$ cat src/source/cpuPkg.sv
// Shared widths, opcodes, control encodings and the instruction word layout.
// Every unit of the core refers to these by scoped names.
package cpuPkg;
    localparam int wordWidth     = 16;
    localparam int pcWidth       = 9;
    localparam int dataAddrWidth = 8;
    localparam int regIdxWidth   = 4;
    localparam int flagWidth     = 4;

    // flag vector is {O, Z, S, C}
    localparam int flagOvf   = 3;
    localparam int flagZero  = 2;
    localparam int flagSign  = 1;
    localparam int flagCarry = 0;

    localparam logic [3:0] opAdd      = 4'b0000;
    localparam logic [3:0] opSub      = 4'b0001;
    localparam logic [3:0] opNand     = 4'b0010;
    localparam logic [3:0] opShiftGrp = 4'b0011;
    localparam logic [3:0] opNor      = 4'b0100;
    localparam logic [3:0] opLw       = 4'b1000;
    localparam logic [3:0] opSw       = 4'b1001;
    localparam logic [3:0] opJmp      = 4'b1100;
    localparam logic [3:0] opBeq      = 4'b1101;
    localparam logic [3:0] opLdInd    = 4'b1111;

    // low two bits of s2 inside the shift group
    localparam logic [1:0] subNeg = 2'b00;
    localparam logic [1:0] subSar = 2'b01;
    localparam logic [1:0] subShr = 2'b10;
    localparam logic [1:0] subShl = 2'b11;

    localparam logic [2:0] aluAdd  = 3'd0;
    localparam logic [2:0] aluSub  = 3'd1;
    localparam logic [2:0] aluNand = 3'd2;
    localparam logic [2:0] aluNor  = 3'd3;
    localparam logic [2:0] aluNeg  = 3'd4;
    localparam logic [2:0] aluSar  = 3'd5;
    localparam logic [2:0] aluShr  = 3'd6;
    localparam logic [2:0] aluShl  = 3'd7;

    localparam logic [1:0] regS1    = 2'd0; // operand A
    localparam logic [1:0] shiftImm = 2'd1;
    localparam logic [1:0] regS2    = 2'd0; // operand B
    localparam logic [1:0] regD     = 2'd1;

    localparam logic [1:0] addrLoad     = 2'd0;
    localparam logic [1:0] addrStore    = 2'd1;
    localparam logic [1:0] addrIndirect = 2'd2;

    typedef struct packed {
        logic [3:0] opcode;
        logic [3:0] d;
        logic [3:0] s1;
        logic [3:0] s2;
    } regFmt;

    // address view, load form or store/jump form
    typedef union packed {
        struct packed {
            logic [3:0] opcode;
            logic [3:0] spare;
            logic [7:0] loadAddr;
        } ld;
        struct packed {
            logic [3:0] opcode;
            logic [7:0] target; // sw address or jmp target
            logic [3:0] spare;
        } st;
    } addrFmt;

    typedef union packed {
        regFmt  r;
        addrFmt a;
    } instrWord;
endpackage

$ cat src/source/registerFile.sv
// Sixteen general registers, three async read ports and one clocked write port.
`timescale 1ns/10ps
module registerFile (
    input  logic                            clk,
    input  logic                            rst,
    input  logic                            writeEn,
    input  logic [cpuPkg::regIdxWidth-1:0]  writeIdx,
    input  logic [cpuPkg::wordWidth-1:0]    writeData,
    input  logic [cpuPkg::regIdxWidth-1:0]  idxD,
    input  logic [cpuPkg::regIdxWidth-1:0]  idxS1,
    input  logic [cpuPkg::regIdxWidth-1:0]  idxS2,
    output logic [cpuPkg::wordWidth-1:0]    valD,
    output logic [cpuPkg::wordWidth-1:0]    valS1,
    output logic [cpuPkg::wordWidth-1:0]    valS2
);
    logic [cpuPkg::wordWidth-1:0] regs [0:(1 << cpuPkg::regIdxWidth) - 1];

    assign valD  = regs[idxD];
    assign valS1 = regs[idxS1];
    assign valS2 = regs[idxS2];

    always_ff @(posedge clk) begin
        if (!rst) begin
            for (int i = 0; i < (1 << cpuPkg::regIdxWidth); i++) begin
                regs[i] <= '0;
            end
        end else if (writeEn) begin
            regs[writeIdx] <= writeData; // already gated by run
        end
    end
endmodule

$ cat config.mk
export PLATFORM = sky130hd
export DESIGN_NAME = registerFile
export DESIGN_NICKNAME = d
export VERILOG_FILES = /design/src/source/cpuPkg.sv /design/src/source/registerFile.sv
export SDC_FILE = /design/constraint.sdc
export NUM_CORES = 1
export LEC_CHECK = 0
export BUFFER_PORTS_ARGS = -buffer_cell sky130_fd_sc_hd__clkbuf_2
export CAP_MARGIN = 25
export CORE_UTILIZATION = 35
export DETAILED_ROUTE_END_ITERATION = 8
export GPL_ROUTABILITY_DRIVEN = 0
export HOLD_SLACK_MARGIN = 0.02
export SKIP_CTS_REPAIR_TIMING = 1
export SYNTH_ARGS = -nofsm -noshare
export SYNTH_HDL_FRONTEND = slang
export SYNTH_SLANG_ARGS = --single-unit
export TNS_END_PERCENT = 5
$ cat constraint.sdc
create_clock -name clk -period 4.9 [get_ports clk]
set_input_delay 0.98 -clock clk [delete_from_list [all_inputs] [get_ports clk]]
set_output_delay 0.98 -clock clk [all_outputs]
set_load 0.02 [all_outputs]
==> metrics.cfg <==
[setup_path]
cpLargestDelayFamily=buffers and inverters
startpoint_type=input port
crit_type=input port to output port
arrival_ns=2.93
crit_cells=6
cp_cell_sequence=buf_2, buf_4, mux4_2, a22oi_1, nand2_1, clkbuf_2
crit_fanout=24
required_ns=3.92
slowest_delay_ns=0.48
critPathBufInv=3
end_kind=output port
cp_slowest_cell=buf_4

[clock_network]
htreeDepth=1
cts_root_buffer=clkbuf_16
cts_tree=done
cts.sinks=256
cts_buffer_depth=3
cts_buffers=30
path_clk_slew_ns=0.06

[placed_design]
placed_cell_area_um2=16640
dpl_worst_slack_ns=1.013
dpl.hpwl_um=32330
port_buffers=82

[sta]
finalSetupTns_ns=0
setup_viol=0
setup_ws_ns=0.9851
report.final.slew_viol_count=0
fmax_mhz=255.4
relSlewSlack_pct=28.31
rsz0062_at_grt=false
fin_crit_ns=3.915
tightestPinTransition_ns=1.074
hold_ws_ns=0.8849
period_share_pct=79.90
hold_viol=0

[layout]
finish.utilization_pct=40.89
final_common_cell=and2_1
largest_register_ffs=256
final_net_count=1092
drive_gt1_share_pct=37.37
syn2layout_area_growth_pct=14.88
top_regs=regs (256)
final-seq-area_um2=7687
multi_input_area_um2=7362
final_cell_mix=259 x and2_1, 256 x edfxtp_1, 192 x mux4_2
design_area_um2=17690
largest-register=regs
fillCellCount=3946

[power]
leakage_nw=6.082
worst_ir_drop_vdd_v=0.0002201
power_density_nw_per_um2=336.8

[yosys]
ys_warn_count=0
seq_area_frac_synth_pct=49.91
synth.ff_latch_count=256
synth_top_area_cell=edfxtp_1
yosys.area.top_type_share_pct=49.91
synth.area.top_cells=edfxtp_1 50%, mux4_2 28%, and2_1 11%
synthCells=996
syn_area_um2=15400
syn_area_per_cell_um2=15.46
synth_cell_types=23
syn_nets=1031

[status]
status=finished, final reports clean

[route]
post_drt_wl_per_cell_um=31.70
m1WireLength_um=20080
ant_nets=0
drtIter0Drc=1247
wl_met2_um=25160
vias_per_cell=6.120
top_layer=met5
route.met3.wl_um=5595
post-route-drc-count=0
num_vias=10210
first_pass_iters=5
routed_wl_um=52870

[min_path]
hp-class=input port to flip-flop
holdPathStages=2

[global_route]
track_usage_pct=23.87
grt-ovfl-total=0
antenna_found_initial=8
grt_pass1_wl_um=74110
grt_pass1_vias=10220
grt_max_degree=65

[die]
ios=83
die_h_um=211.8
start_util_pct=35.60
row_count=76
dieArea_um2=44850
core_um2=43270
die_w_um=211.8

[run]
max_cap_violations=0

[per-layer routing]
layer	up-vias	GRT usage [%]
met3	132	4.821
li1	4111	-
met2	693	38.85
met5	-	0
met4	2	8.971
met1	5270	31.49
[layout make-up]
class	count	area share (%)
repair buffers	126	4.866
multi-input cells	643	41.61
flip-flops and latches	256	43.45
clock inverters	18	1.372
diodes	2	0.02829
well taps	585	4.137
clock buffers	38	4.533
[logic make-up after synthesis]
group | share of synthesized area [%]
and+or+nand+nor | 14.04
DFF | 49.91
muxes | 28.08
AOI/OAI and AO/OA | 5.069
buffers and inverters | 2.900
[path summary, 6_finish.rpt]
path	start	to	slack, ns
max	idxS1[1]	valS1[14]	0.99
min	writeData[10]	regs[5][10]	0.88
[cell usage after synthesis (all sizes together)]
master / count
o21ai: 12
nor3: 4
edfxtp: 256
buf: 40
nand4: 1
nand2b: 6
nor2b: 6
nand4b: 2
nand4bb: 1
a22oi: 96
clkbuf: 57
nand2: 49
nor2: 15
mux4: 192
and2: 259
[stage by stage]
stage / instances / total power, mW
after floorplan: 996 / 3.242
after global placement: 1605 / 3.580
after detailed placement: 1610 / 3.597
after CTS: 1666 / 5.956
after global routing: 1668 / 6.093
final: 1668 / 5.959
[power by group]
part | internal, mW | switching, mW | leakage [nW]
clock network | 1.47 | 0.932 | 0.493
logic | 0.396 | 0.534 | 3.15
registers | 2.54 | 0.0909 | 2.44
Power figures use the tool's default switching activity.
