[config.mk]
export PLATFORM = sky130hd
export DESIGN_NAME = dataMemory_flat
export DESIGN_NICKNAME = d
export VERILOG_FILES = /design/src/source/cpuPkg.sv /design/src/source/decodeBus.sv /design/src/source/dataMemory.sv /design/src/flat_wrapper.sv
export SDC_FILE = /design/constraint.sdc
export NUM_CORES = 2
export LEC_CHECK = 0
export BUFFER_PORTS_ARGS = -buffer_cell sky130_fd_sc_hd__buf_2
export CORE_MARGIN = 4
export CORE_UTILIZATION = 50
export DETAILED_ROUTE_END_ITERATION = 10
export PLACE_DENSITY = 0.65
export SETUP_SLACK_MARGIN = 0.1
export SYNTH_ARGS = -nofsm -noshare
export SYNTH_HDL_FRONTEND = slang
export SYNTH_SLANG_ARGS = --single-unit
[constraint.sdc]
create_clock -name clk -period 10.7 [get_ports clk]
set_input_delay 2.14 -clock clk [delete_from_list [all_inputs] [get_ports clk]]
set_output_delay 2.14 -clock clk [all_outputs]
set_load 0.005 [all_outputs]
[src/source/cpuPkg.sv]
// Shared widths, opcodes, control encodings and the instruction word layout.
// Every unit of the core refers to these by scoped names.
package cpuPkg;
    localparam int wordWidth     = 16;
    localparam int pcWidth       = 9;
    localparam int dataAddrWidth = 8;
    localparam int regIdxWidth   = 4;
    localparam int flagWidth     = 4;

    // flag vector is {O, Z, S, C}
    localparam int flagOvf   = 3;
    localparam int flagZero  = 2;
    localparam int flagSign  = 1;
    localparam int flagCarry = 0;

    localparam logic [3:0] opAdd      = 4'b0000;
    localparam logic [3:0] opSub      = 4'b0001;
    localparam logic [3:0] opNand     = 4'b0010;
    localparam logic [3:0] opShiftGrp = 4'b0011;
    localparam logic [3:0] opNor      = 4'b0100;
    localparam logic [3:0] opLw       = 4'b1000;
    localparam logic [3:0] opSw       = 4'b1001;
    localparam logic [3:0] opJmp      = 4'b1100;
    localparam logic [3:0] opBeq      = 4'b1101;
    localparam logic [3:0] opLdInd    = 4'b1111;

    // low two bits of s2 inside the shift group
    localparam logic [1:0] subNeg = 2'b00;
    localparam logic [1:0] subSar = 2'b01;
    localparam logic [1:0] subShr = 2'b10;
    localparam logic [1:0] subShl = 2'b11;

    localparam logic [2:0] aluAdd  = 3'd0;
    localparam logic [2:0] aluSub  = 3'd1;
    localparam logic [2:0] aluNand = 3'd2;
    localparam logic [2:0] aluNor  = 3'd3;
    localparam logic [2:0] aluNeg  = 3'd4;
    localparam logic [2:0] aluSar  = 3'd5;
    localparam logic [2:0] aluShr  = 3'd6;
    localparam logic [2:0] aluShl  = 3'd7;

    localparam logic [1:0] regS1    = 2'd0; // operand A
    localparam logic [1:0] shiftImm = 2'd1;
    localparam logic [1:0] regS2    = 2'd0; // operand B
    localparam logic [1:0] regD     = 2'd1;

    localparam logic [1:0] addrLoad     = 2'd0;
    localparam logic [1:0] addrStore    = 2'd1;
    localparam logic [1:0] addrIndirect = 2'd2;

    typedef struct packed {
        logic [3:0] opcode;
        logic [3:0] d;
        logic [3:0] s1;
        logic [3:0] s2;
    } regFmt;

    // address view, load form or store/jump form
    typedef union packed {
        struct packed {
            logic [3:0] opcode;
            logic [3:0] spare;
            logic [7:0] loadAddr;
        } ld;
        struct packed {
            logic [3:0] opcode;
            logic [7:0] target; // sw address or jmp target
            logic [3:0] spare;
        } st;
    } addrFmt;

    typedef union packed {
        regFmt  r;
        addrFmt a;
    } instrWord;
endpackage

[src/source/decodeBus.sv]
// Decoded control bundle from the decoder to execute, fetch and the output side.
`timescale 1ns/10ps
interface decodeBus;
    logic [2:0] aluOp;
    logic [1:0] selA;
    logic [1:0] selB;
    logic       regWrite;
    logic       wbFromMem;
    logic       memWrite;
    logic [1:0] addrSel;
    logic       jump;
    logic       branch;
    logic       updateFlags;

    modport driver (
        output aluOp, selA, selB, regWrite, wbFromMem, memWrite,
               addrSel, jump, branch, updateFlags
    );

    modport exec (
        input aluOp, selA, selB, jump, branch
    );

    modport out (
        input memWrite, addrSel, regWrite, wbFromMem, updateFlags
    );
endinterface

[src/source/dataMemory.sv]
// Data address selection and the 256-word data memory.
// Reads are async; stores commit on the clock edge while run is high.
`timescale 1ns/10ps
module dataMemory (
    input  logic                              clk,
    input  logic                              run,
    decodeBus.out                             ctrl,
    input  cpuPkg::instrWord                  instr,
    input  logic [cpuPkg::wordWidth-1:0]      indirectBase,
    input  logic [cpuPkg::wordWidth-1:0]      storeData,
    output logic [cpuPkg::dataAddrWidth-1:0]  memAddr,
    output logic [cpuPkg::wordWidth-1:0]      loadData
);
    logic [cpuPkg::wordWidth-1:0] mem [0:(1 << cpuPkg::dataAddrWidth) - 1];

    always_comb begin
        case (ctrl.addrSel)
            cpuPkg::addrStore:    memAddr = instr.a.st.target;
            cpuPkg::addrIndirect: memAddr = indirectBase[cpuPkg::dataAddrWidth-1:0]; // s1 value
            default:              memAddr = instr.a.ld.loadAddr;
        endcase
    end

    assign loadData = mem[memAddr];

    always_ff @(posedge clk) begin
        if (ctrl.memWrite && run) begin
            mem[memAddr] <= storeData;
        end
    end
endmodule

[src/flat_wrapper.sv]
// flat-port wrapper written by rule: the top's interface ports become plain ports
module dataMemory_flat 
  (clk, run, instr, indirectBase, storeData, memAddr, loadData, ctrl_memWrite, ctrl_addrSel, ctrl_regWrite, ctrl_wbFromMem, ctrl_updateFlags);
  decodeBus ctrl_i ();
  input  logic clk;
  input  logic run;
  input  cpuPkg::instrWord instr;
  input  logic [cpuPkg::wordWidth-1:0] indirectBase;
  input  logic [cpuPkg::wordWidth-1:0] storeData;
  output logic [cpuPkg::dataAddrWidth-1:0] memAddr;
  output logic [cpuPkg::wordWidth-1:0] loadData;
  input wire logic [$bits(ctrl_i.memWrite)-1:0] ctrl_memWrite;
  input wire logic [$bits(ctrl_i.addrSel)-1:0] ctrl_addrSel;
  input wire logic [$bits(ctrl_i.regWrite)-1:0] ctrl_regWrite;
  input wire logic [$bits(ctrl_i.wbFromMem)-1:0] ctrl_wbFromMem;
  input wire logic [$bits(ctrl_i.updateFlags)-1:0] ctrl_updateFlags;
  assign ctrl_i.memWrite = ctrl_memWrite;
  assign ctrl_i.addrSel = ctrl_addrSel;
  assign ctrl_i.regWrite = ctrl_regWrite;
  assign ctrl_i.wbFromMem = ctrl_wbFromMem;
  assign ctrl_i.updateFlags = ctrl_updateFlags;
  dataMemory u_core (.clk(clk), .run(run), .ctrl(ctrl_i), .instr(instr), .indirectBase(indirectBase), .storeData(storeData), .memAddr(memAddr), .loadData(loadData));
endmodule
==> results.sh <==
export IMPL_drt_wl_total_um=447000
export IMPL_cts_tree="built"
export IMPL_fin_crit_ns=9.53
export IMPL_grtUsageMet1=0.363
export IMPL_top_regs="u_core.mem: 4096 flops"
export IMPL_synth_edf_count=4096
export IMPL_crit_path_start_kind="input port"
export IMPL_wl_per_cell_um=28.5
export IMPL_ys_dominant_reg_cell="edfxtp_1"
export IMPL_maxCapViolations=0
export IMPL_grtUsageTotal=0.261
export IMPL_grt_overflow=0
export IMPL_drive_gt1_frac=0.109
export IMPL_fp_dieArea_mm2=0.332
export IMPL_num_vias=99672
export IMPL_drt_iter0_drc=13543
export IMPL_syn2layout_area_growth_pct=12.2
export IMPL_hold_viol=0
export IMPL_die_y_um=576
export IMPL_p_per_area_mw_per_mm2=198
export IMPL_synthTopCellsByArea="edfxtp_1, nand2_1, a21oi_1"
export IMPL_netlist_area_mm2=0.162
export IMPL_die_x_um=576
export IMPL_hold_start="storeData[5]"
export IMPL_yosysSeqAreaShare=0.761
export IMPL_required_ns=8.56
export IMPL_crit_type="input port to output pin"
export IMPL_synthesis_nets=10987
export IMPL_setup_violations_final=0
export IMPL_hpwlAfterDp_um=251000
export IMPL_whs_endpoint="u_core.mem[214][5]"
export IMPL_drtPass1Iterations=7
export IMPL_finalSetupTns_ns=0
export IMPL_placed_cells=14918
export IMPL_slew_violations=0
export IMPL_start_util=0.503
export IMPL_io_buffers=64
export IMPL_syn_area_per_cell_um2=14.8
export IMPL_numClockSinks=4096
export IMPL_worstMarginPinSlew_ns=1.31
export IMPL_ys_ff_latch=4096
export IMPL_cts_root_buf="clkbuf_16"
export IMPL_syn_inst=10929
export IMPL_cts_setup_buffers=0
export IMPL_viasPerCell=6.36
export IMPL_grt_pass1_vias=94759
export IMPL_stdcell_count=15679
export IMPL_hold_class="input port to flip-flop"
export IMPL_place_ws_ns=1.14
export IMPL_ant_nets=0
export IMPL_holdPathStages=1
export IMPL_path_max_fanout=84
export IMPL_max_slew_margin=0.122
export IMPL_largest_reg_flops=4096
export IMPL_yosysMostFrequentCell="edfxtp_1"
export IMPL_grt_first_pass_wirelength_um=645000
export IMPL_yosysUniqueCellTypes=46
export IMPL_ir_drop_mv=0.162
export IMPL_fillerInstances=24625
export IMPL_use_met2=0.412
export IMPL_place_congestion=0.864
export IMPL_synth_top_cells_by_count="edfxtp_1, nand2_1, a21oi_1, clkbuf_1, nand3_1"
export IMPL_largest_register="u_core.mem"
export IMPL_synth_top_area_frac=0.761
export IMPL_fmax_mhz=105
export IMPL_ctsHoldBuffers=0
export IMPL_post_route_period_util=0.890
export IMPL_antenna_found_initial=30
export IMPL_io_pins=80
export IMPL_post_cts_resized=0
export IMPL_async_flop_share=0
export IMPL_grt_max_degree=175
export IMPL_drcViolationCount=0
export IMPL_yosys_area_top_type="edfxtp_1"
export IMPL_cp_arrival_ns=7.39
export IMPL_fin_nets=11082
export IMPL_status="finished clean"
export IMPL_cts_clk_slew_worst_paths_ns=0.06
export IMPL_grtUsageMet3=0.0482
export IMPL_rows=208
export IMPL_cts_buffers_inserted=409
export IMPL_leakage_uw=0.0587
export IMPL_htreeDepth=5
export IMPL_clockBufferDepth=4
export IMPL_finalWorstSetupSlack_ns=1.17
export IMPL_core_mm2=0.321
export IMPL_end_kind="output pin"
export IMPL_grt_busiest_layer="met2"
export IMPL_rsz0062_at_grt="no"
export IMPL_yosysWarnings=0
-- cell usage in the layout (no fill, tap or decap), types with 245 or more instances in the layout --
cell       count
edfxtp_1    4096
a32o_1       256
mux2i_1      320
a221oi_1     320
o21ai_0      256
a21oi_1      960
nor2_1       245
clkbuf_16    416
nand2_1     1943
a32oi_1      320
nand3_1      384
buf_4        445
-- cells by family after synthesis --
group | count (synthesis) | synth area share
compound gates | 2896 | 0.124
flops | 4096 | 0.761
fa+ha+maj | 2 | 0.000155
mux | 320 | 0.0198
simple gates | 2712 | 0.0680
buf+inv | 903 | 0.0262
-- cell type report --
| type | count | area [um^2] | share of cell area |
|---|---|---|---|
| Clock inverter | 239 | 2200 | 0.0121 |
| Inverter | 9 | 48.8 | 0.000269 |
| Antenna cell | 15 | 37.5 | 0.000207 |
| Clock buffer | 507 | 10800 | 0.0593 |
| Sequential cell | 4096 | 123000 | 0.679 |
| Multi-Input combinational cell | 5930 | 34500 | 0.191 |
| Timing Repair Buffer | 578 | 5200 | 0.0287 |
| Tap cell | 4305 | 5390 | 0.0297 |
-- through the flow --
stage               utilization  power [uW]  area [um^2]  hold WS, ns
floorplan                     -       20400       162000         2.24
global placement          0.523       22100       168000         2.66
detailed placement        0.523       22200       168000         2.66
CTS                       0.564       36000       181000         1.66
global route              0.564       36900       181000         1.68
finish                    0.564       35900       181000         1.68
-- how the worst max path moves through the flow --
stage                    startpoint            to  slack, ns  depth (start not counted)
floorplan           ctrl_addrSel[0]  loadData[12]       4.05                         13
global placement    ctrl_addrSel[0]   loadData[6]       1.15                         14
detailed placement  ctrl_addrSel[0]   loadData[6]       1.14                         14
CTS                 ctrl_addrSel[0]   loadData[6]       1.11                         14
global route        ctrl_addrSel[0]   loadData[9]       1.08                         15
finish              ctrl_addrSel[0]   loadData[8]       1.17                         15
-- critical path: stages --
cell and delay (ns):
buf_2 0.09, inv_1 0.04, ha_1 0.75, nand2_1 0.14
o21a_4 0.33, inv_8 0.52, buf_12 0.33, buf_4 0.35
buf_4 0.23, a21oi_1 0.06, a221oi_1 0.59, o31ai_1 0.23
a32oi_1 0.69, and4_1 0.30, buf_2 0.25
-- layer usage --
metal	routed length [um]	up-vias
met5	107	-
met4	18300	16
met3	42700	834
met2	211000	5185
met1	176000	50497
li1	-	43140
-- power breakdown --
part	switching (uW)	total, uW	internal (uW)
combinational	3030	4220	1190
sequential	8.92	17700	17700
clock	5980	13900	7950
Power figures use the tool's default switching activity.
