$ cat src/source/cpuPkg.sv
// Shared widths, opcodes, control encodings and the instruction word layout.
// Every unit of the core refers to these by scoped names.
package cpuPkg;
    localparam int wordWidth     = 16;
    localparam int pcWidth       = 9;
    localparam int dataAddrWidth = 8;
    localparam int regIdxWidth   = 4;
    localparam int flagWidth     = 4;

    // flag vector is {O, Z, S, C}
    localparam int flagOvf   = 3;
    localparam int flagZero  = 2;
    localparam int flagSign  = 1;
    localparam int flagCarry = 0;

    localparam logic [3:0] opAdd      = 4'b0000;
    localparam logic [3:0] opSub      = 4'b0001;
    localparam logic [3:0] opNand     = 4'b0010;
    localparam logic [3:0] opShiftGrp = 4'b0011;
    localparam logic [3:0] opNor      = 4'b0100;
    localparam logic [3:0] opLw       = 4'b1000;
    localparam logic [3:0] opSw       = 4'b1001;
    localparam logic [3:0] opJmp      = 4'b1100;
    localparam logic [3:0] opBeq      = 4'b1101;
    localparam logic [3:0] opLdInd    = 4'b1111;

    // low two bits of s2 inside the shift group
    localparam logic [1:0] subNeg = 2'b00;
    localparam logic [1:0] subSar = 2'b01;
    localparam logic [1:0] subShr = 2'b10;
    localparam logic [1:0] subShl = 2'b11;

    localparam logic [2:0] aluAdd  = 3'd0;
    localparam logic [2:0] aluSub  = 3'd1;
    localparam logic [2:0] aluNand = 3'd2;
    localparam logic [2:0] aluNor  = 3'd3;
    localparam logic [2:0] aluNeg  = 3'd4;
    localparam logic [2:0] aluSar  = 3'd5;
    localparam logic [2:0] aluShr  = 3'd6;
    localparam logic [2:0] aluShl  = 3'd7;

    localparam logic [1:0] regS1    = 2'd0; // operand A
    localparam logic [1:0] shiftImm = 2'd1;
    localparam logic [1:0] regS2    = 2'd0; // operand B
    localparam logic [1:0] regD     = 2'd1;

    localparam logic [1:0] addrLoad     = 2'd0;
    localparam logic [1:0] addrStore    = 2'd1;
    localparam logic [1:0] addrIndirect = 2'd2;

    typedef struct packed {
        logic [3:0] opcode;
        logic [3:0] d;
        logic [3:0] s1;
        logic [3:0] s2;
    } regFmt;

    // address view, load form or store/jump form
    typedef union packed {
        struct packed {
            logic [3:0] opcode;
            logic [3:0] spare;
            logic [7:0] loadAddr;
        } ld;
        struct packed {
            logic [3:0] opcode;
            logic [7:0] target; // sw address or jmp target
            logic [3:0] spare;
        } st;
    } addrFmt;

    typedef union packed {
        regFmt  r;
        addrFmt a;
    } instrWord;
endpackage

$ cat src/source/decodeBus.sv
// Decoded control bundle from the decoder to execute, fetch and the output side.
`timescale 1ns/10ps
interface decodeBus;
    logic [2:0] aluOp;
    logic [1:0] selA;
    logic [1:0] selB;
    logic       regWrite;
    logic       wbFromMem;
    logic       memWrite;
    logic [1:0] addrSel;
    logic       jump;
    logic       branch;
    logic       updateFlags;

    modport driver (
        output aluOp, selA, selB, regWrite, wbFromMem, memWrite,
               addrSel, jump, branch, updateFlags
    );

    modport exec (
        input aluOp, selA, selB, jump, branch
    );

    modport out (
        input memWrite, addrSel, regWrite, wbFromMem, updateFlags
    );
endinterface

$ cat src/source/writebackUnit.sv
// Register write-data select, flag register and the one-cycle retirement trace.
// The trace shows what each instruction committed, flags as they stand after it.
`timescale 1ns/10ps
module writebackUnit (
    input  logic                              clk,
    input  logic                              rst,
    input  logic                              run,
    decodeBus.out                             ctrl,
    input  logic [cpuPkg::pcWidth-1:0]        pc,
    input  logic [cpuPkg::regIdxWidth-1:0]    destIdx,
    input  logic [cpuPkg::wordWidth-1:0]      aluResult,
    input  logic [cpuPkg::wordWidth-1:0]      loadData,
    input  logic [cpuPkg::dataAddrWidth-1:0]  memAddr,
    input  logic [cpuPkg::wordWidth-1:0]      storeData,
    input  logic [cpuPkg::flagWidth-1:0]      flagsNext,
    output logic                              regWriteEn,
    output logic [cpuPkg::wordWidth-1:0]      regWriteData,
    output logic                              retireValid,
    output logic [cpuPkg::pcWidth-1:0]        retirePc,
    output logic                              retireRegWrite,
    output logic [cpuPkg::regIdxWidth-1:0]    retireRegIdx,
    output logic [cpuPkg::wordWidth-1:0]      retireRegData,
    output logic                              retireMemWrite,
    output logic [cpuPkg::dataAddrWidth-1:0]  retireMemAddr,
    output logic [cpuPkg::wordWidth-1:0]      retireMemData,
    output logic [cpuPkg::flagWidth-1:0]      retireFlags
);
    logic [cpuPkg::flagWidth-1:0] flags;
    logic [cpuPkg::flagWidth-1:0] flagsAfter;

    assign regWriteEn   = ctrl.regWrite && run;
    assign regWriteData = ctrl.wbFromMem ? loadData : aluResult;
    assign flagsAfter   = ctrl.updateFlags ? flagsNext : flags;

    always_ff @(posedge clk) begin
        if (!rst) begin
            flags <= '0;
        end else if (ctrl.updateFlags && run) begin
            flags <= flagsNext;
        end
    end

    // unused fields of a record read as zero
    always_ff @(posedge clk) begin
        if (!rst) begin
            retireValid    <= 1'b0;
            retirePc       <= '0;
            retireRegWrite <= 1'b0;
            retireRegIdx   <= '0;
            retireRegData  <= '0;
            retireMemWrite <= 1'b0;
            retireMemAddr  <= '0;
            retireMemData  <= '0;
            retireFlags    <= '0;
        end else begin
            retireValid <= run;
            if (run) begin
                retirePc       <= pc;
                retireRegWrite <= ctrl.regWrite;
                retireRegIdx   <= ctrl.regWrite ? destIdx : '0;
                retireRegData  <= ctrl.regWrite ? regWriteData : '0;
                retireMemWrite <= ctrl.memWrite;
                retireMemAddr  <= ctrl.memWrite ? memAddr : '0;
                retireMemData  <= ctrl.memWrite ? storeData : '0;
                retireFlags    <= flagsAfter;
            end
        end
    end
endmodule

$ cat src/flat_wrapper.sv
// flat-port wrapper written by rule: the top's interface ports become plain ports
module writebackUnit_flat 
  (clk, rst, run, pc, destIdx, aluResult, loadData, memAddr, storeData, flagsNext, regWriteEn, regWriteData, retireValid, retirePc, retireRegWrite, retireRegIdx, retireRegData, retireMemWrite, retireMemAddr, retireMemData, retireFlags, ctrl_memWrite, ctrl_addrSel, ctrl_regWrite, ctrl_wbFromMem, ctrl_updateFlags);
  decodeBus ctrl_i ();
  input  logic clk;
  input  logic rst;
  input  logic run;
  input  logic [cpuPkg::pcWidth-1:0] pc;
  input  logic [cpuPkg::regIdxWidth-1:0] destIdx;
  input  logic [cpuPkg::wordWidth-1:0] aluResult;
  input  logic [cpuPkg::wordWidth-1:0] loadData;
  input  logic [cpuPkg::dataAddrWidth-1:0] memAddr;
  input  logic [cpuPkg::wordWidth-1:0] storeData;
  input  logic [cpuPkg::flagWidth-1:0] flagsNext;
  output logic regWriteEn;
  output logic [cpuPkg::wordWidth-1:0] regWriteData;
  output logic retireValid;
  output logic [cpuPkg::pcWidth-1:0] retirePc;
  output logic retireRegWrite;
  output logic [cpuPkg::regIdxWidth-1:0] retireRegIdx;
  output logic [cpuPkg::wordWidth-1:0] retireRegData;
  output logic retireMemWrite;
  output logic [cpuPkg::dataAddrWidth-1:0] retireMemAddr;
  output logic [cpuPkg::wordWidth-1:0] retireMemData;
  output logic [cpuPkg::flagWidth-1:0] retireFlags;
  input wire logic [$bits(ctrl_i.memWrite)-1:0] ctrl_memWrite;
  input wire logic [$bits(ctrl_i.addrSel)-1:0] ctrl_addrSel;
  input wire logic [$bits(ctrl_i.regWrite)-1:0] ctrl_regWrite;
  input wire logic [$bits(ctrl_i.wbFromMem)-1:0] ctrl_wbFromMem;
  input wire logic [$bits(ctrl_i.updateFlags)-1:0] ctrl_updateFlags;
  assign ctrl_i.memWrite = ctrl_memWrite;
  assign ctrl_i.addrSel = ctrl_addrSel;
  assign ctrl_i.regWrite = ctrl_regWrite;
  assign ctrl_i.wbFromMem = ctrl_wbFromMem;
  assign ctrl_i.updateFlags = ctrl_updateFlags;
  writebackUnit u_core (.clk(clk), .rst(rst), .run(run), .ctrl(ctrl_i), .pc(pc), .destIdx(destIdx), .aluResult(aluResult), .loadData(loadData), .memAddr(memAddr), .storeData(storeData), .flagsNext(flagsNext), .regWriteEn(regWriteEn), .regWriteData(regWriteData), .retireValid(retireValid), .retirePc(retirePc), .retireRegWrite(retireRegWrite), .retireRegIdx(retireRegIdx), .retireRegData(retireRegData), .retireMemWrite(retireMemWrite), .retireMemAddr(retireMemAddr), .retireMemData(retireMemData), .retireFlags(retireFlags));
endmodule
$ cat config.mk
export PLATFORM = sky130hd
export DESIGN_NAME = writebackUnit_flat
export DESIGN_NICKNAME = d
export VERILOG_FILES = /design/src/source/cpuPkg.sv /design/src/source/decodeBus.sv /design/src/source/writebackUnit.sv /design/src/flat_wrapper.sv
export SDC_FILE = /design/constraint.sdc
export NUM_CORES = 1
export LEC_CHECK = 0
export ABC_AREA = 0
export BUFFER_PORTS_ARGS = -buffer_cell sky130_fd_sc_hd__buf_2
export CAP_MARGIN = 20
export CORE_MARGIN = 5
export CORE_UTILIZATION = 36
export DETAILED_ROUTE_END_ITERATION = 8
export GPL_ROUTABILITY_DRIVEN = 1
export PLACE_DENSITY = 0.75
export SYNTH_ARGS = -nofsm -noshare
export SYNTH_HDL_FRONTEND = slang
export SYNTH_SLANG_ARGS = --single-unit
$ cat constraint.sdc
create_clock -name clk -period 1 [get_ports clk]
set_input_delay 0.1 -clock clk [delete_from_list [all_inputs] [get_ports clk]]
set_output_delay 0.1 -clock clk [all_outputs]
set_load 0.005 [all_outputs]
==> flow_metrics.tcl, run 1 <==
set metrics [dict create \
    grtUsageTotal 0.156 \
    pin_count 159 \
    rsz0062_at_grt "false" \
    fillers 663 \
    yosysSeqAreaShare 0.476 \
    slew_headroom 0.840 \
    grt_antenna_before_repair 0 \
    path_max_fanout 13 \
    rows 31 \
    fin_area_um2 3820 \
    dp_hpwl_um 5360 \
    setup_tns_ns 0 \
    antenna_cells 0 \
    final_hold_viol_count 0 \
    cap_violations 0 \
    cts_buffer_depth 2 \
    clock_sinks 64 \
    crit_arrival_ns 0.86 \
    start_util 0.371 \
    slew_violations 0 \
    gp_congestion 0.759 \
    synth_top_area_frac 0.476 \
    crit_type "in2out" \
    synth-seq-cells 64 \
    synth_top_area_cell "dfxtp_1" \
    cts_root_buf "clkbuf_8" \
    dr.pass1.iters 4 \
    hold_path_class "in2reg" \
    grt_pass1_vias 2512 \
    synth.distinct_cells 20 \
    postCtsSetupBuffers 0 \
    cts_made_buffers 9 \
    dieHeight_um 96.4 \
    synth_top_cells_by_area "dfxtp_1 48%, a21boi_0 8.9%, nand2b_1 6.5%, a32o_1 6.0%, mux2_4 5.6%" \
    grt.overflow.total 0 \
    area_delta_synth_final_pct 41.9 \
    netlist_area_um2 2690 \
    crit_start "ctrl_wbFromMem" \
    crit_end "regWriteData[13]" \
    outcome "finished clean" \
    dp_slack_ns -0.0913 \
    grt_pass1_wl_um 11200 \
    syn-num-nets 337 \
    via_count 2427 \
    path_cells "buf_2, buf_12, mux2_2, buf_2" \
    synth_warnings 0 \
    clk-insertion-delay-late_ns 0.32 \
    p_per_area_nw_per_um2 1520 \
    drc 0 \
    r2r_end "u_core.flags[1]" \
    period_minus_slack_ns 0.961 \
    dieArea_um2 9300 \
    r2r_cells 2 \
    fin_nets 489 \
    cp.required_ns 0.90 \
    worst_setup_path_start_kind "input pin" \
    die_width_um 96.4 \
    drive_gt1_frac 0.482 \
    syn_inst 255 \
    max-vdd-ir-drop_mv 1.03 \
    end_kind "output pin" \
    routed_via_density 4.76 \
    cts_tree "done" \
    drt-initial-drc-count 80 \
    clk_pin_slew_ns 0.06 \
    fmax_ghz 1.04 \
    finalCritPeriodShare 0.961 \
    slowest_stage "mux2_2" \
    setup_violations 0 \
    io_buffer_count 156 \
    skew_ns 0.00544 \
    antenna_left 0 \
    worstMarginPinSlew_ns 0.240 \
    coreArea_um2 7250 \
    grt_max_degree 65 \
    routed_wl_um 7140 \
    cpMostUsedCell "buf_2" \
    h-tree-depth 3 \
    setup_slack_ns 0.0388 \
    r2r_start "u_core.flags[1]" \
    slowest_delay_ns 0.35 \
    p_leak_nw 1.83 \
    syn_avg_cell_area_um2 10.5 \
    routedWlPerCell_um 14.0 \
    reg2reg_slack_ns 0.30 \
    post_dp_cell_area_um2 3610 \
]
## registers in the layout, summed over array words and instances (netlist names)
register               flops
u_core.retireMemData      16
u_core.retireRegData      16
u_core.retirePc            9
u_core.retireMemAddr       8
u_core.flags               4
u_core.retireFlags         4
u_core.retireRegIdx        4
u_core.retireMemWrite      1
u_core.retireRegWrite      1
u_core.retireValid         1
## power breakdown
part           internal (mW)  switching [mW]
logic                  0.473           0.362
registers               2.67          0.0544
clock network           1.33           0.925
## cells by family after synthesis
group                  after synthesis  share of synthesized area
buffers and inverters               26                     0.0540
flip-flops                          64                      0.476
AND/OR/NAND/NOR                     74                      0.159
multiplexers                        30                      0.133
AO/OA/AOI/OAI                       61                      0.178
## cell type report
type	instances	area, um2	share of cell area
Sequential cell	64	1280	0.336
Multi-Input combinational cell	165	1270	0.332
Timing Repair Buffer	167	938	0.246
Clock buffer	12	165	0.0433
Tap cell	99	124	0.0325
Clock inverter	3	40.0	0.0105
## layout by cell type, fill, tap and decap left out, drive strengths merged, types with 2 or more instances in the layout
cell    netlist  final
buf          16    167
dfxtp        64     64
a21oi         4      4
and3          4      4
mux2         16     16
mux2i        14     14
nand2b       28     28
clkbuf       10     12
a21boi       32     32
o21a          5      5
nor2b        12     12
and2          2      2
clkinv        0      2
o21ai         4      4
nand3        28     28
a32o         16     16
## layer usage
layer / vias to the layer above / GRT usage / share of wire
met5: - / 0 / 0
met4: 0 / 0.0643 / 0.011
met3: 8 / 0.0635 / 0.10
met2: 98 / 0.278 / 0.50
met1: 1115 / 0.162 / 0.39
li1: 1206 / - / -
## synthesized netlist by cell type
master / count
and2_1: 2
a21oi_1: 4
and3_1: 4
dfxtp_1: 64
nand2b_1: 28
buf_6: 1
o21a_1: 5
buf_2: 10
a32o_1: 16
mux2_2: 6
mux2_4: 10
clkbuf_1: 10
buf_12: 1
a21boi_0: 32
nand3_1: 28
mux2i_1: 14
o21ai_0: 4
nor2b_1: 12
buf_1: 1
buf_4: 3
## how the worst min path moves through the flow
stage           from                 end  slack (ns)  cells after the start
2_1_floorplan  pc[0]  u_core.retirePc[0]        0.27                      2
6_report       pc[8]  u_core.retirePc[8]        0.04                      3
4_1_cts        pc[8]  u_core.retirePc[8]        0.02                      3
5_1_grt        pc[3]  u_core.retirePc[3]        0.04                      3
3_3_place_gp   pc[8]  u_core.retirePc[8]        0.36                      3
3_5_place_dp   pc[0]  u_core.retirePc[0]        0.37                      3
## what timing repair did
item                                    4_1_cts  5_1_grt
gates resized for setup                       0        1
endpoints found under the setup margin        0        1
hold buffers                                  0        0
endpoints found under the hold margin         0        0
## critical path, delay by kind of cell
| kind | cells | cell delay, ns |
|---|---|---|
| mux | 1 | 0.35 |
| buf+inv | 3 | 0.41 |
## through the flow
| step | util | power, mW | hold slack [ns] | cells |
|---|---|---|---|---|
| final | 0.526 | 5.82 | 0.0398 | 510 |
| after CTS | 0.526 | 5.91 | 0.0175 | 510 |
| after global routing | 0.526 | 6.13 | 0.0368 | 510 |
| after global placement | 0.497 | 3.60 | 0.357 | 495 |
| after floorplan | - | 3.20 | 0.269 | 255 |
| after detailed placement | 0.497 | 3.62 | 0.369 | 495 |
Note: power is estimated with default switching activity, not from simulation.
==> inputs of run 2 (changes only) <==
--- a/config.mk
+++ b/config.mk
@@ -9,10 +9,10 @@
 export BUFFER_PORTS_ARGS = -buffer_cell sky130_fd_sc_hd__buf_2
 export CAP_MARGIN = 20
 export CORE_MARGIN = 5
-export CORE_UTILIZATION = 36
+export CORE_UTILIZATION = 35
 export DETAILED_ROUTE_END_ITERATION = 8
 export GPL_ROUTABILITY_DRIVEN = 1
-export PLACE_DENSITY = 0.75
+export PLACE_DENSITY = 0.73
 export SYNTH_ARGS = -nofsm -noshare
 export SYNTH_HDL_FRONTEND = slang
 export SYNTH_SLANG_ARGS = --single-unit
==> flow_metrics.tcl, run 2 (synthesis gave the netlist of run 1 again) <==
set metrics [dict create \
    outcome "finished clean" \
    p_per_area_nw_per_um2 1550 \
    routed_wl_um 7230 \
    cts_tree "done" \
    cp.buffers_inverters 3 \
    antenna_left 0 \
    stdcell_count 513 \
    hold_path_class "in2reg" \
    start_util 0.354 \
    cts_made_buffers 9 \
    postCtsSetupBuffers 0 \
    crit_arrival_ns 0.86 \
    routed_via_density 4.73 \
    slowest_stage "mux2_2" \
    post_dp_cell_area_um2 3560 \
    r2r_end "u_core.flags[2]" \
    clock_sinks 64 \
    grt_max_degree 65 \
    io_buffer_count 156 \
    dieArea_um2 9540 \
    ff_latch_area_um2 1280 \
    hp-start "pc[0]" \
    finalCritPeriodShare 0.962 \
    grtUsageTotal 0.149 \
    p_leak_nw 1.83 \
    period_minus_slack_ns 0.962 \
    grt_pass1_wl_um 11700 \
    cts_root_buf "clkbuf_8" \
    fin_area_um2 3830 \
    fillers 717 \
    clk-insertion-delay-late_ns 0.33 \
    slew_violations 0 \
    area_delta_synth_final_pct 42.5 \
    worst_setup_path_start_kind "input pin" \
    fin_nets 487 \
    slew_headroom 0.551 \
    crit_start "ctrl_wbFromMem" \
    clk_pin_slew_ns 0.07 \
    hold_path_end "u_core.retirePc[0]" \
    crit_family "buffers and inverters" \
    skew_ns 0.00120 \
    worstMarginPinSlew_ns 0.671 \
    grt_antenna_before_repair 1 \
    multi_input_area_um2 1270 \
    routedWlPerCell_um 14.1 \
    placed_cells 495 \
    dieHeight_um 97.7 \
    cts_buffer_depth 2 \
    cap_violations 0 \
    gp_congestion 0.733 \
    setup_violations 0 \
    dr.pass1.iters 4 \
    cp.required_ns 0.90 \
    slowest_delay_ns 0.34 \
    drive_gt1_frac 0.483 \
    reg_top3 "u_core.retireMemData: 16 flops, u_core.retireRegData: 16 flops, u_core.retirePc: 9 flops" \
    final_hold_viol_count 0 \
    max-vdd-ir-drop_mv 0.820 \
    drc 0 \
    setup_tns_ns 0 \
    dp_hpwl_um 5210 \
    r2r_start "u_core.flags[2]" \
    crit_type "in2out" \
    reg2reg_slack_ns 0.29 \
    fmax_ghz 1.04 \
    path_max_fanout 7 \
    via_count 2429 \
    mostFrequentLayoutCells "155 x buf_2, 64 x dfxtp_1, 32 x a21boi_0, 28 x nand2b_1, 28 x nand3_1" \
    die_width_um 97.7 \
    h-tree-depth 3 \
    coreArea_um2 7610 \
    whs_path_depth 3 \
    grt_pass1_vias 2478 \
    rows 32 \
    pin_count 159 \
    grt.overflow.total 0 \
    rsz0062_at_grt "false" \
    r2r_cells 2 \
    layout_commonest_cell "buf_2" \
    end_kind "output pin" \
    drt-initial-drc-count 54 \
    path_cells "clkbuf_4, buf_12, mux2_2, buf_2" \
]
-- run 2: cell count changes in the layout (fill, tap and decap cells not counted), sizes merged --
| cell | previous run | this run |
|---|---|---|
| buf | 167 | 163 |
| clkbuf | 12 | 16 |
| clkinv | 2 | 1 |
| diode | 0 | 1 |
-- run 2: repair_timing --
action / in CTS / in global routing
setup endpoints to repair: 4 / 3
resized for setup: 2 / 5
gates cloned: 0 / 1
hold buffers: 0 / 0
-- run 2: worst min-delay path, delay by kind of cell --
kind | cells | cell delay (ns)
muxes | 1 | 0.05
buffers and inverters | 1 | 0.07
and+or+nand+nor | 1 | 0.09
-- run 2: area by class of cell --
class / instances / area share
antenna: 1 / 0.000653
clock buffer: 14 / 0.0477
clock inverter: 2 / 0.00914
multi-input combinational: 165 / 0.332
sequential: 64 / 0.334
tap: 102 / 0.0333
timing repair buffer: 165 / 0.243
-- run 2: metal layers --
layer  wire length, um  vias up  track usage
met5                 0        -            0
met4               107        0       0.0650
met3               632       11       0.0589
met2              3650       91        0.251
met1              2850     1124        0.167
li1                  -     1203            -
-- run 2: worst max-delay path by stage --
stage / slack, ns / endpoint / depth (start not counted)
floorplan: -0.006 / u_core.retireRegData[10] / 4
global placement: -0.31 / u_core.retireRegData[6] / 3
detailed placement: -0.39 / u_core.retireRegData[2] / 3
CTS: 0.004 / regWriteEn / 5
global route: 0.006 / regWriteData[14] / 4
finish: 0.04 / regWriteData[0] / 4
-- run 2: stage by stage --
step	setup slack [ns]	utilization	power, mW	hold WS [ns]
after floorplan	-0.00636	-	3.20	0.269
after global placement	-0.307	0.468	3.58	0.354
after detailed placement	-0.392	0.468	3.60	0.367
after CTS	0.00423	0.498	6.02	0.00181
after global routing	0.00639	0.504	6.24	0.0136
final	0.0378	0.504	5.93	0.0286
-- run 2: power by group --
group | leakage, nW | switching [mW] | total, mW | internal, mW
clock network | 0.113 | 0.953 | 2.38 | 1.42
logic | 1.19 | 0.363 | 0.836 | 0.473
registers | 0.524 | 0.0538 | 2.72 | 2.67
