==> src/source/cpuPkg.sv <==
// Shared widths, opcodes, control encodings and the instruction word layout.
// Every unit of the core refers to these by scoped names.
package cpuPkg;
    localparam int wordWidth     = 16;
    localparam int pcWidth       = 9;
    localparam int dataAddrWidth = 8;
    localparam int regIdxWidth   = 4;
    localparam int flagWidth     = 4;

    // flag vector is {O, Z, S, C}
    localparam int flagOvf   = 3;
    localparam int flagZero  = 2;
    localparam int flagSign  = 1;
    localparam int flagCarry = 0;

    localparam logic [3:0] opAdd      = 4'b0000;
    localparam logic [3:0] opSub      = 4'b0001;
    localparam logic [3:0] opNand     = 4'b0010;
    localparam logic [3:0] opShiftGrp = 4'b0011;
    localparam logic [3:0] opNor      = 4'b0100;
    localparam logic [3:0] opLw       = 4'b1000;
    localparam logic [3:0] opSw       = 4'b1001;
    localparam logic [3:0] opJmp      = 4'b1100;
    localparam logic [3:0] opBeq      = 4'b1101;
    localparam logic [3:0] opLdInd    = 4'b1111;

    // low two bits of s2 inside the shift group
    localparam logic [1:0] subNeg = 2'b00;
    localparam logic [1:0] subSar = 2'b01;
    localparam logic [1:0] subShr = 2'b10;
    localparam logic [1:0] subShl = 2'b11;

    localparam logic [2:0] aluAdd  = 3'd0;
    localparam logic [2:0] aluSub  = 3'd1;
    localparam logic [2:0] aluNand = 3'd2;
    localparam logic [2:0] aluNor  = 3'd3;
    localparam logic [2:0] aluNeg  = 3'd4;
    localparam logic [2:0] aluSar  = 3'd5;
    localparam logic [2:0] aluShr  = 3'd6;
    localparam logic [2:0] aluShl  = 3'd7;

    localparam logic [1:0] regS1    = 2'd0; // operand A
    localparam logic [1:0] shiftImm = 2'd1;
    localparam logic [1:0] regS2    = 2'd0; // operand B
    localparam logic [1:0] regD     = 2'd1;

    localparam logic [1:0] addrLoad     = 2'd0;
    localparam logic [1:0] addrStore    = 2'd1;
    localparam logic [1:0] addrIndirect = 2'd2;

    typedef struct packed {
        logic [3:0] opcode;
        logic [3:0] d;
        logic [3:0] s1;
        logic [3:0] s2;
    } regFmt;

    // address view, load form or store/jump form
    typedef union packed {
        struct packed {
            logic [3:0] opcode;
            logic [3:0] spare;
            logic [7:0] loadAddr;
        } ld;
        struct packed {
            logic [3:0] opcode;
            logic [7:0] target; // sw address or jmp target
            logic [3:0] spare;
        } st;
    } addrFmt;

    typedef union packed {
        regFmt  r;
        addrFmt a;
    } instrWord;
endpackage

==> src/source/decodeBus.sv <==
// Decoded control bundle from the decoder to execute, fetch and the output side.
`timescale 1ns/10ps
interface decodeBus;
    logic [2:0] aluOp;
    logic [1:0] selA;
    logic [1:0] selB;
    logic       regWrite;
    logic       wbFromMem;
    logic       memWrite;
    logic [1:0] addrSel;
    logic       jump;
    logic       branch;
    logic       updateFlags;

    modport driver (
        output aluOp, selA, selB, regWrite, wbFromMem, memWrite,
               addrSel, jump, branch, updateFlags
    );

    modport exec (
        input aluOp, selA, selB, jump, branch
    );

    modport out (
        input memWrite, addrSel, regWrite, wbFromMem, updateFlags
    );
endinterface

==> src/source/instrDecoder.sv <==
// Opcode decode to datapath controls, purely combinational.
// Unused opcodes fall through to the defaults and behave as no-ops.
`timescale 1ns/10ps
module instrDecoder (
    input  cpuPkg::instrWord instr,
    decodeBus.driver         ctrl
);
    always_comb begin
        ctrl.aluOp       = cpuPkg::aluAdd;
        ctrl.selA        = cpuPkg::regS1;
        ctrl.selB        = cpuPkg::regS2;
        ctrl.regWrite    = 1'b0;
        ctrl.wbFromMem   = 1'b0;
        ctrl.memWrite    = 1'b0;
        ctrl.addrSel     = cpuPkg::addrLoad;
        ctrl.jump        = 1'b0;
        ctrl.branch      = 1'b0;
        ctrl.updateFlags = 1'b0;
        case (instr.r.opcode)
            cpuPkg::opAdd, cpuPkg::opSub, cpuPkg::opNand, cpuPkg::opNor: begin
                ctrl.regWrite    = 1'b1;
                ctrl.updateFlags = 1'b1;
                case (instr.r.opcode)
                    cpuPkg::opSub:  ctrl.aluOp = cpuPkg::aluSub;
                    cpuPkg::opNand: ctrl.aluOp = cpuPkg::aluNand;
                    cpuPkg::opNor:  ctrl.aluOp = cpuPkg::aluNor;
                    default:        ctrl.aluOp = cpuPkg::aluAdd;
                endcase
            end
            cpuPkg::opShiftGrp: begin
                ctrl.regWrite    = 1'b1;
                ctrl.updateFlags = 1'b1;
                case (instr.r.s2[1:0])
                    cpuPkg::subSar: ctrl.aluOp = cpuPkg::aluSar;
                    cpuPkg::subShr: ctrl.aluOp = cpuPkg::aluShr;
                    cpuPkg::subShl: ctrl.aluOp = cpuPkg::aluShl;
                    default:        ctrl.aluOp = cpuPkg::aluNeg; // neg works on s1
                endcase
                if (instr.r.s2[1:0] != cpuPkg::subNeg) begin
                    ctrl.selA = cpuPkg::shiftImm; // amount from the s1 field
                    ctrl.selB = cpuPkg::regD;
                end
            end
            cpuPkg::opLw: begin
                ctrl.regWrite  = 1'b1;
                ctrl.wbFromMem = 1'b1;
            end
            cpuPkg::opLdInd: begin
                ctrl.regWrite  = 1'b1;
                ctrl.wbFromMem = 1'b1;
                ctrl.addrSel   = cpuPkg::addrIndirect;
            end
            cpuPkg::opSw: begin
                ctrl.memWrite = 1'b1;
                ctrl.addrSel  = cpuPkg::addrStore;
            end
            cpuPkg::opJmp: ctrl.jump = 1'b1;
            cpuPkg::opBeq: begin
                ctrl.aluOp       = cpuPkg::aluSub; // s1 - s2 sets zero
                ctrl.branch      = 1'b1;
                ctrl.updateFlags = 1'b1;
            end
            default: ;
        endcase
    end

    writeStoreExclusive: assert final (!(ctrl.regWrite && ctrl.memWrite))
        else $error("register write and memory write decoded together");
endmodule

==> src/flat_wrapper.sv <==
// flat-port wrapper written by rule: the top's interface ports become plain ports
module instrDecoder_flat 
  (instr, ctrl_aluOp, ctrl_selA, ctrl_selB, ctrl_regWrite, ctrl_wbFromMem, ctrl_memWrite, ctrl_addrSel, ctrl_jump, ctrl_branch, ctrl_updateFlags);
  decodeBus ctrl_i ();
  input  cpuPkg::instrWord instr;
  output wire logic [$bits(ctrl_i.aluOp)-1:0] ctrl_aluOp;
  output wire logic [$bits(ctrl_i.selA)-1:0] ctrl_selA;
  output wire logic [$bits(ctrl_i.selB)-1:0] ctrl_selB;
  output wire logic [$bits(ctrl_i.regWrite)-1:0] ctrl_regWrite;
  output wire logic [$bits(ctrl_i.wbFromMem)-1:0] ctrl_wbFromMem;
  output wire logic [$bits(ctrl_i.memWrite)-1:0] ctrl_memWrite;
  output wire logic [$bits(ctrl_i.addrSel)-1:0] ctrl_addrSel;
  output wire logic [$bits(ctrl_i.jump)-1:0] ctrl_jump;
  output wire logic [$bits(ctrl_i.branch)-1:0] ctrl_branch;
  output wire logic [$bits(ctrl_i.updateFlags)-1:0] ctrl_updateFlags;
  assign ctrl_aluOp = ctrl_i.aluOp;
  assign ctrl_selA = ctrl_i.selA;
  assign ctrl_selB = ctrl_i.selB;
  assign ctrl_regWrite = ctrl_i.regWrite;
  assign ctrl_wbFromMem = ctrl_i.wbFromMem;
  assign ctrl_memWrite = ctrl_i.memWrite;
  assign ctrl_addrSel = ctrl_i.addrSel;
  assign ctrl_jump = ctrl_i.jump;
  assign ctrl_branch = ctrl_i.branch;
  assign ctrl_updateFlags = ctrl_i.updateFlags;
  instrDecoder u_core (.instr(instr), .ctrl(ctrl_i));
endmodule
==> config.mk <==
export PLATFORM = sky130hd
export DESIGN_NAME = instrDecoder_flat
export DESIGN_NICKNAME = d
export VERILOG_FILES = /design/src/source/cpuPkg.sv /design/src/source/decodeBus.sv /design/src/source/instrDecoder.sv /design/src/flat_wrapper.sv
export SDC_FILE = /design/constraint.sdc
export NUM_CORES = 1
export LEC_CHECK = 0
export BUFFER_PORTS_ARGS = -buffer_cell sky130_fd_sc_hd__buf_4
export CORE_AREA = 8 8 45 47
export DETAILED_ROUTE_END_ITERATION = 8
export DIE_AREA = 0 0 53 55
export GPL_TIMING_DRIVEN = 0
export REMOVE_ABC_BUFFERS = 1
export SYNTH_ARGS = -nofsm -noshare
export SYNTH_HDL_FRONTEND = slang
export SYNTH_SLANG_ARGS = --single-unit
==> constraint.sdc <==
create_clock -name vclk -period 1.9
set_clock_uncertainty 0.15 [all_clocks]
set_input_delay 0.095 -clock vclk [all_inputs]
set_output_delay 0.095 -clock vclk [all_outputs]
set_load 0.03 [all_outputs]
==> results of run 1 <==
==> stage by stage <==
stage / hold WS, ns / power [mW] / setup slack [ns] / cell area, sq um / cells
final: 0.395 / 0.0959 / 0.574 / 348 / 63
after detailed placement: 0.394 / 0.0966 / 0.580 / 348 / 63
after global placement: 0.392 / 0.0957 / 0.603 / 348 / 63
after global routing: 0.428 / 0.104 / 0.528 / 348 / 63
after floorplan: 0.155 / 0.0539 / -0.0549 / 185 / 28
after CTS: 0.397 / 0.0968 / 0.571 / 348 / 63
==> per-layer routing <==
layer | track usage, % | share of wire [%]
met3 | 2.41 | 14
met4 | 0 | 0
met2 | 6.05 | 31
met1 | 6.94 | 55
met5 | 0 | 0
==> Yosys cell counts <==
cell / n
o211ai_1: 3
o31ai_1: 1
nor3b_1: 2
a211o_2: 1
or3_2: 1
buf_8: 1
nor3_1: 2
a21boi_0: 1
buf_4: 4
xnor2_1: 1
nand4bb_1: 1
or4bb_1: 1
or3_1: 1
nand2_1: 2
buf_6: 2
or2_2: 1
nand3_1: 1
or4b_1: 1
xor2_1: 1
nor2_1: 4
conb_1: 1
or2b_1: 1
==> worst max path at each step <==
stage | endpoint | slack (ns) | depth (start not counted)
after global routing | ctrl_selA[0] | 0.53 | 4
after global placement | ctrl_selB[0] | 0.60 | 4
after detailed placement | ctrl_selB[0] | 0.58 | 4
final | ctrl_selB[0] | 0.57 | 4
after CTS | ctrl_selB[0] | 0.57 | 4
after floorplan | ctrl_selA[0] | -0.05 | 2
==> area by class of cell <==
class                      count  area [sq um]  area share (%)
tap                           16          20.0            5.76
timing repair buffer          19           143            41.0
multi-input combinational     28           185            53.2
==> logic make-up (layout without fill, tap and decap cells) <==
group	Yosys count	count (layout)	synth area share, %
other	1	2	1.51
and+or+nand+nor	18	18	45.2
xor gates and xnor gates	2	2	7.04
buffers and inverters	7	19	27.1
AOI/OAI and AO/OA	6	6	19.1
==> power groups by stage <==
stage,logic [mW],clock network (mW),registers (mW)
floorplan,0.0539,0,0
global placement,0.0957,0,0
detailed placement,0.0966,0,0
CTS,0.0968,0,0
global route,0.104,0,0
finish,0.0959,0,0
==> results.md, run 1 <==
- Gr ovfl total: 0
- Placer Congestion: 0.718
- Area grow syn2layout: 39.7%
- Die Y: 55 um
- WHS Path Cells: 3
- Peak supply drop: 0.0609 mV
- Setup_tns: 0 ns
- Seq_cells: 0
- Port Buffer Count: 19
- Syn Std Cell Area: 249 sq um
- Setup violations, final: 0
- CP required: 1.65 ns
- Most common cell on crit path: buf_4
- Crit path from: instr[15]
- Post-synth top area cell: buf_4
- Initial Utilization: 18.0%
- Hold Crit Class: in -> out
- Via Count: 274
- Die area: 2920 sq um
- Top Ports: 31
- Min-Delay Endpoint: ctrl_jump
- Final core occ: 25.1%
- Ant diodes: 0
- F_max: 754 MHz
- Max-slew violations: 0
- Static leakage: 0.155 nW
- Pwr dens: 276 nW/um^2
- Clk pwr share: 0%
- Initial antenna violation count: 0
- Comb power frac: 100.0%
- Pre-Repair DR Iteration Count: 1
- DR iter-0 viols: 0
- Max_cap viols: 0
- Sw power: 0.0592 mW
- Cell variety after synth: 22
- Sequential cell area: 0 sq um
- DR DRC count: 0
- Max stage delay on crit path: 0.34 ns
- Vias in the first global route: 252
- Core Rows: 14
- CP Capture Type: primary output
- Worst-path cell chain: buf_4 -> or2_2 -> nor3_1 -> buf_4
- Syn_area_per_cell: 7.32 sq um
- RSZ-0062 raised after global routing: no
- Seq/Total Area, Yosys: 0%
- CP Buf/Inv Count: 2
- Crit path max-delay cell type: or2_2
- Clock buffer cells: 0
- CORE AREA: 1380 sq um
- Hold Startpoint: instr[12]
- Post_cts resized: 0
- Commonest non-fill, non-tap cell in the layout: buf_4
- Setup Crit Path Kind: in -> out
- CP startpoint kind: input pin
- Switching share of power: 61.7%
- Post-synthesis cell count: 34
- Die W: 53 um
- Largest net degree at the start of global routing: 13
- Remaining antenna violation count: 0
- Final-stage net count: 65
- Final period utilization: 69.8%
- Ys Warns: 0
- Hold_buf cts: 0
- Wire length per cell: 12.1 um
- Vias/cell: 4.35
- Status: finished, final reports clean
- Pint: 0.0367 mW
- Drt total wl: 765 um
- Most frequent cells in the layout: buf_4, nor2_1, o211ai_1
- First-pass GRT wire length: 1.14 mm
- Final Critical Period: 1.33 ns
- Layout cells sized above 1: 46.8%
- Critical Path AT: 1.08 ns
- Post-synth top area share: 12.1%
- Top delay family on crit path: simple AND/OR/NAND/NOR gates
- Top cells by area, synth: buf_4, buf_6, o211ai_1
- Fillers: 164
- Seq pwr share: 0%
- GR Util All Layers: 4.69%
- Setup Buffers After CTS: 0
- Dpl hpwl: 604 um
- Final Hold Fails: 0
- Crit Path Max Fanout: 12
Power figures use the tool's default switching activity.
==> run 2, diff against run 1 <==
Clock period 1.9 ns to 1.07 ns, I/O delays scaled along.
==> results.md, run 2 (same netlist as run 1, synthesis figures left out) <==
- Initial antenna violation count: 0
- Critical Path AT: 0.95 ns
- Worst-path cell chain: buf_12 -> or4b_1 -> o211ai_1 -> buf_4
- Clock buffer cells: 0
- Placed Instances: 63
- Hold_buf cts: 0
- Max-slew violations: 0
- Top Ports: 31
- Setup WS post-layout: -0.0840 ns
- Commonest non-fill, non-tap cell in the layout: buf_4
- Highest Signal Layer: met3
- RSZ-0062 raised after global routing: yes
- Final core occ: 31.1%
- Crit Path Max Fanout: 6
- Final Critical Period: 1.15 ns
- Total Power: 0.201 mW
- Met1 Routed Length: 389 um
- Hold Startpoint: instr[12]
- Pre-Repair DR Iteration Count: 4
- Final-stage net count: 68
- Area grow syn2layout: 72.9%
- Final period utilization: 108%
- F_max: 867 MHz
- Ant diodes: 0
- Wire length on met2: 327 um
- Initial Utilization: 18.0%
- CP Capture Type: primary output
- Status: complete, but fails checks
- Finished Cell Area: 430 sq um
- Wire length per cell: 12.9 um
- Dpl hpwl: 604 um
- Met3 WL: 136 um
- CP startpoint kind: input pin
- Port Buffer Count: 19
- Failing checks: negative setup slack
- Seq_cells: 0
- Most frequent cells in the layout: buf_4, nor2_1, o211ai_1, buf_12, buf_6
- Pwr dens: 467 nW/um^2
- Die Y: 55 um
- Via Count: 304
- Peak supply drop: 0.119 mV
- Setup violations, final: 2
- Layout cells sized above 1: 52.0%
- First-pass GRT wire length: 1.26 mm
- Placed cell area: 348 sq um
- Static leakage: 0.189 nW
- Vias in the first global route: 276
- Sequential cell area: 0 sq um
- Crit path max-delay cell type: or4b_1
- Setup Crit Path Kind: in -> out
- Drt total wl: 853 um
- CP required: 0.87 ns
- Gr ovfl total: 0
- Layout Cells excl Fill: 66
- Die area: 2920 sq um
- Vias/cell: 4.61
- Top delay family on crit path: simple AND/OR/NAND/NOR gates
- CORE AREA: 1380 sq um
- Crit path from: instr[13]
- Max_cap viols: 0
- Setup_tns: -0.125 ns
- CP Buf/Inv Count: 2
- Die W: 53 um
- Core Rows: 14
- Max stage delay on crit path: 0.51 ns
- GR Util All Layers: 5.24%
- DR DRC count: 0
- Hold Crit Class: in -> out
- Remaining antenna violation count: 0
- Largest net degree at the start of global routing: 13
- DR iter-0 viols: 2
- Final Hold Fails: 0
- Placer Congestion: 0.718
[run 2: layer usage]
metal	vias to the layer above	track usage [%]
li1	148	-
met5	-	0
met1	140	7.87
met2	16	6.84
met3	0	2.41
met4	0	0
[run 2: layout make-up]
type | count | area (sq um)
timing repair buffer | 22 | 214
tap | 16 | 20.0
multi-input combinational | 28 | 196
fill | 161 | 953
[run 2: through the flow]
stage | setup WS (ns) | hold slack, ns
floorplan | -0.802 | 0.0715
global placement | -0.144 | 0.309
detailed placement | -0.167 | 0.311
CTS | -0.0927 | 0.277
global route | -0.133 | 0.275
finish | -0.0840 | 0.257
[run 2: worst paths after layout]
path	to	slack [ns]	depth (start not counted)
max	ctrl_aluOp[0]	-0.08	4
min	ctrl_jump	0.26	3
[run 2: tightest hold or removal path: stages]
cell    delay, ns
buf_12       0.09
nor3_1       0.05
buf_4        0.16
[run 2: where the power goes]
part | leakage, nW | internal [mW] | total [mW] | switching, mW
Combinational | 0.189 | 0.0900 | 0.201 | 0.111
Clock | 0 | 0 | 0 | 0
Sequential | 0 | 0 | 0 | 0
[run 2: timing repair]
action | 4_1_cts | 5_1_grt
resized for setup | 11 | 4
hold endpoints to repair | 0 | 0
buffers inserted | 3 | 0
endpoints found under the setup margin | 5 | 9
pin swaps | 4 | 1
==> run 3, diff against run 2 <==
Settings changed: CAP_MARGIN set to 15, PLACE_DENSITY set to 0.5.
==> results.md, run 3 (same netlist as run 1, synthesis figures left out) <==
- Status: complete, but fails checks
- Failing checks: negative setup slack
- CORE AREA: 1380 sq um
- Pre-Repair DR Iteration Count: 2
- Worst-path cell chain: buf_12 -> or4b_1 -> o211ai_1 -> buf_4
- Comb power frac: 100.0%
- Core Rows: 14
- Port Buffer Count: 19
- Place WS: -0.144 ns
- Static leakage: 0.189 nW
- Die W: 53 um
- F_max: 852 MHz
- Wire length per cell: 12.7 um
- Sw power: 0.113 mW
- CP Capture Type: primary output
- Setup Crit Path Kind: in -> out
- Placer Congestion: 0.632
- Top delay family on crit path: simple AND/OR/NAND/NOR gates
- Final period utilization: 110%
- DR DRC count: 0
- CP startpoint kind: input pin
- Drt total wl: 836 um
- Sequential cell area: 0 sq um
- GR Util All Layers: 5.18%
- Finished Cell Area: 428 sq um
- DR iter-0 viols: 2
- Layout cells sized above 1: 58.0%
- CP Buf/Inv Count: 2
- Max-slew violations: 0
- Initial antenna violation count: 0
- Max_cap viols: 0
- Vias in the first global route: 268
- Pint: 0.0882 mW
- Seq pwr share: 0%
- Critical Path AT: 0.97 ns
- Ant diodes: 0
- Peak supply drop: 0.172 mV
- Remaining antenna violation count: 0
- Largest net degree at the start of global routing: 13
- Hold_buf cts: 0
- Fillers: 148
- First-pass GRT wire length: 1.26 mm
- Max stage delay on crit path: 0.52 ns
- Top Ports: 31
- Die Y: 55 um
- Crit path max-delay cell type: or4b_1
- Vias/cell: 4.59
- Crit Path Max Fanout: 7
- Final Hold Fails: 0
- Switching share of power: 56.1%
- Initial Utilization: 18.0%
- Clk pwr share: 0%
- Setup violations, final: 3
- Final Critical Period: 1.17 ns
- Clock buffer cells: 0
- Seq_cells: 0
- Pwr dens: 470 nW/um^2
- Hold Crit Class: in -> out
- Setup WS post-layout: -0.103 ns
- Dpl hpwl: 612 um
- Setup_tns: -0.172 ns
- Via Count: 303
- Die area: 2920 sq um
- Final-stage net count: 68
- RSZ-0062 raised after global routing: yes
- Gr ovfl total: 0
- Most frequent cells in the layout: buf_4, nor2_1, o211ai_1
- CP required: 0.87 ns
- Commonest non-fill, non-tap cell in the layout: buf_4
- Area grow syn2layout: 71.9%
- Placed cell area: 348 sq um
-- run 3: final timing paths --
kind                   from              end  slack [ns]  cells after the start
setup / recovery  instr[15]    ctrl_aluOp[0]       -0.10                      4
hold / removal    instr[14]  ctrl_addrSel[0]        0.26                      3
-- run 3: cell type report --
cell class / instances / area (sq um) / area share (%)
well taps: 16 / 20.0 / 4.68
repair buffers: 22 / 198 / 46.2
multi-input cells: 28 / 210 / 49.1
-- run 3: power groups by stage --
stage | sequential (mW) | clock (mW) | combinational [mW]
2_1_floorplan | 0 | 0 | 0.0957
3_3_place_gp | 0 | 0 | 0.171
3_5_place_dp | 0 | 0 | 0.171
4_1_cts | 0 | 0 | 0.195
5_1_grt | 0 | 0 | 0.214
6_report | 0 | 0 | 0.201
-- run 3: routing by layer --
layer  routed length (um)  vias to the layer above  GRT usage (%)
li1                     -                      149              -
met1                  438                      137           8.30
met2                  281                       17           6.64
met3                  116                        0           1.60
met4                    0                        0              0
met5                    0                        -              0
-- run 3: tightest hold or removal path: stages --
cell,delay [ns]
buf_12,0.10
nor3b_2,0.04
buf_4,0.16
-- run 3: per-stage QoR --
stage,power [mW],hold WS (ns),cells,util (%)
2_1_floorplan,0.0957,0.0715,28,-
3_3_place_gp,0.171,0.312,63,25.1
3_5_place_dp,0.171,0.310,63,25.1
4_1_cts,0.195,0.260,66,29.8
5_1_grt,0.214,0.272,66,30.9
6_report,0.201,0.261,66,30.9
-- run 3: timing repair --
item,CTS,global route
setup endpoints to repair,7,8
hold endpoints to repair,0,0
buffers inserted,3,0
gates resized for setup,11,3
pin swaps,5,3
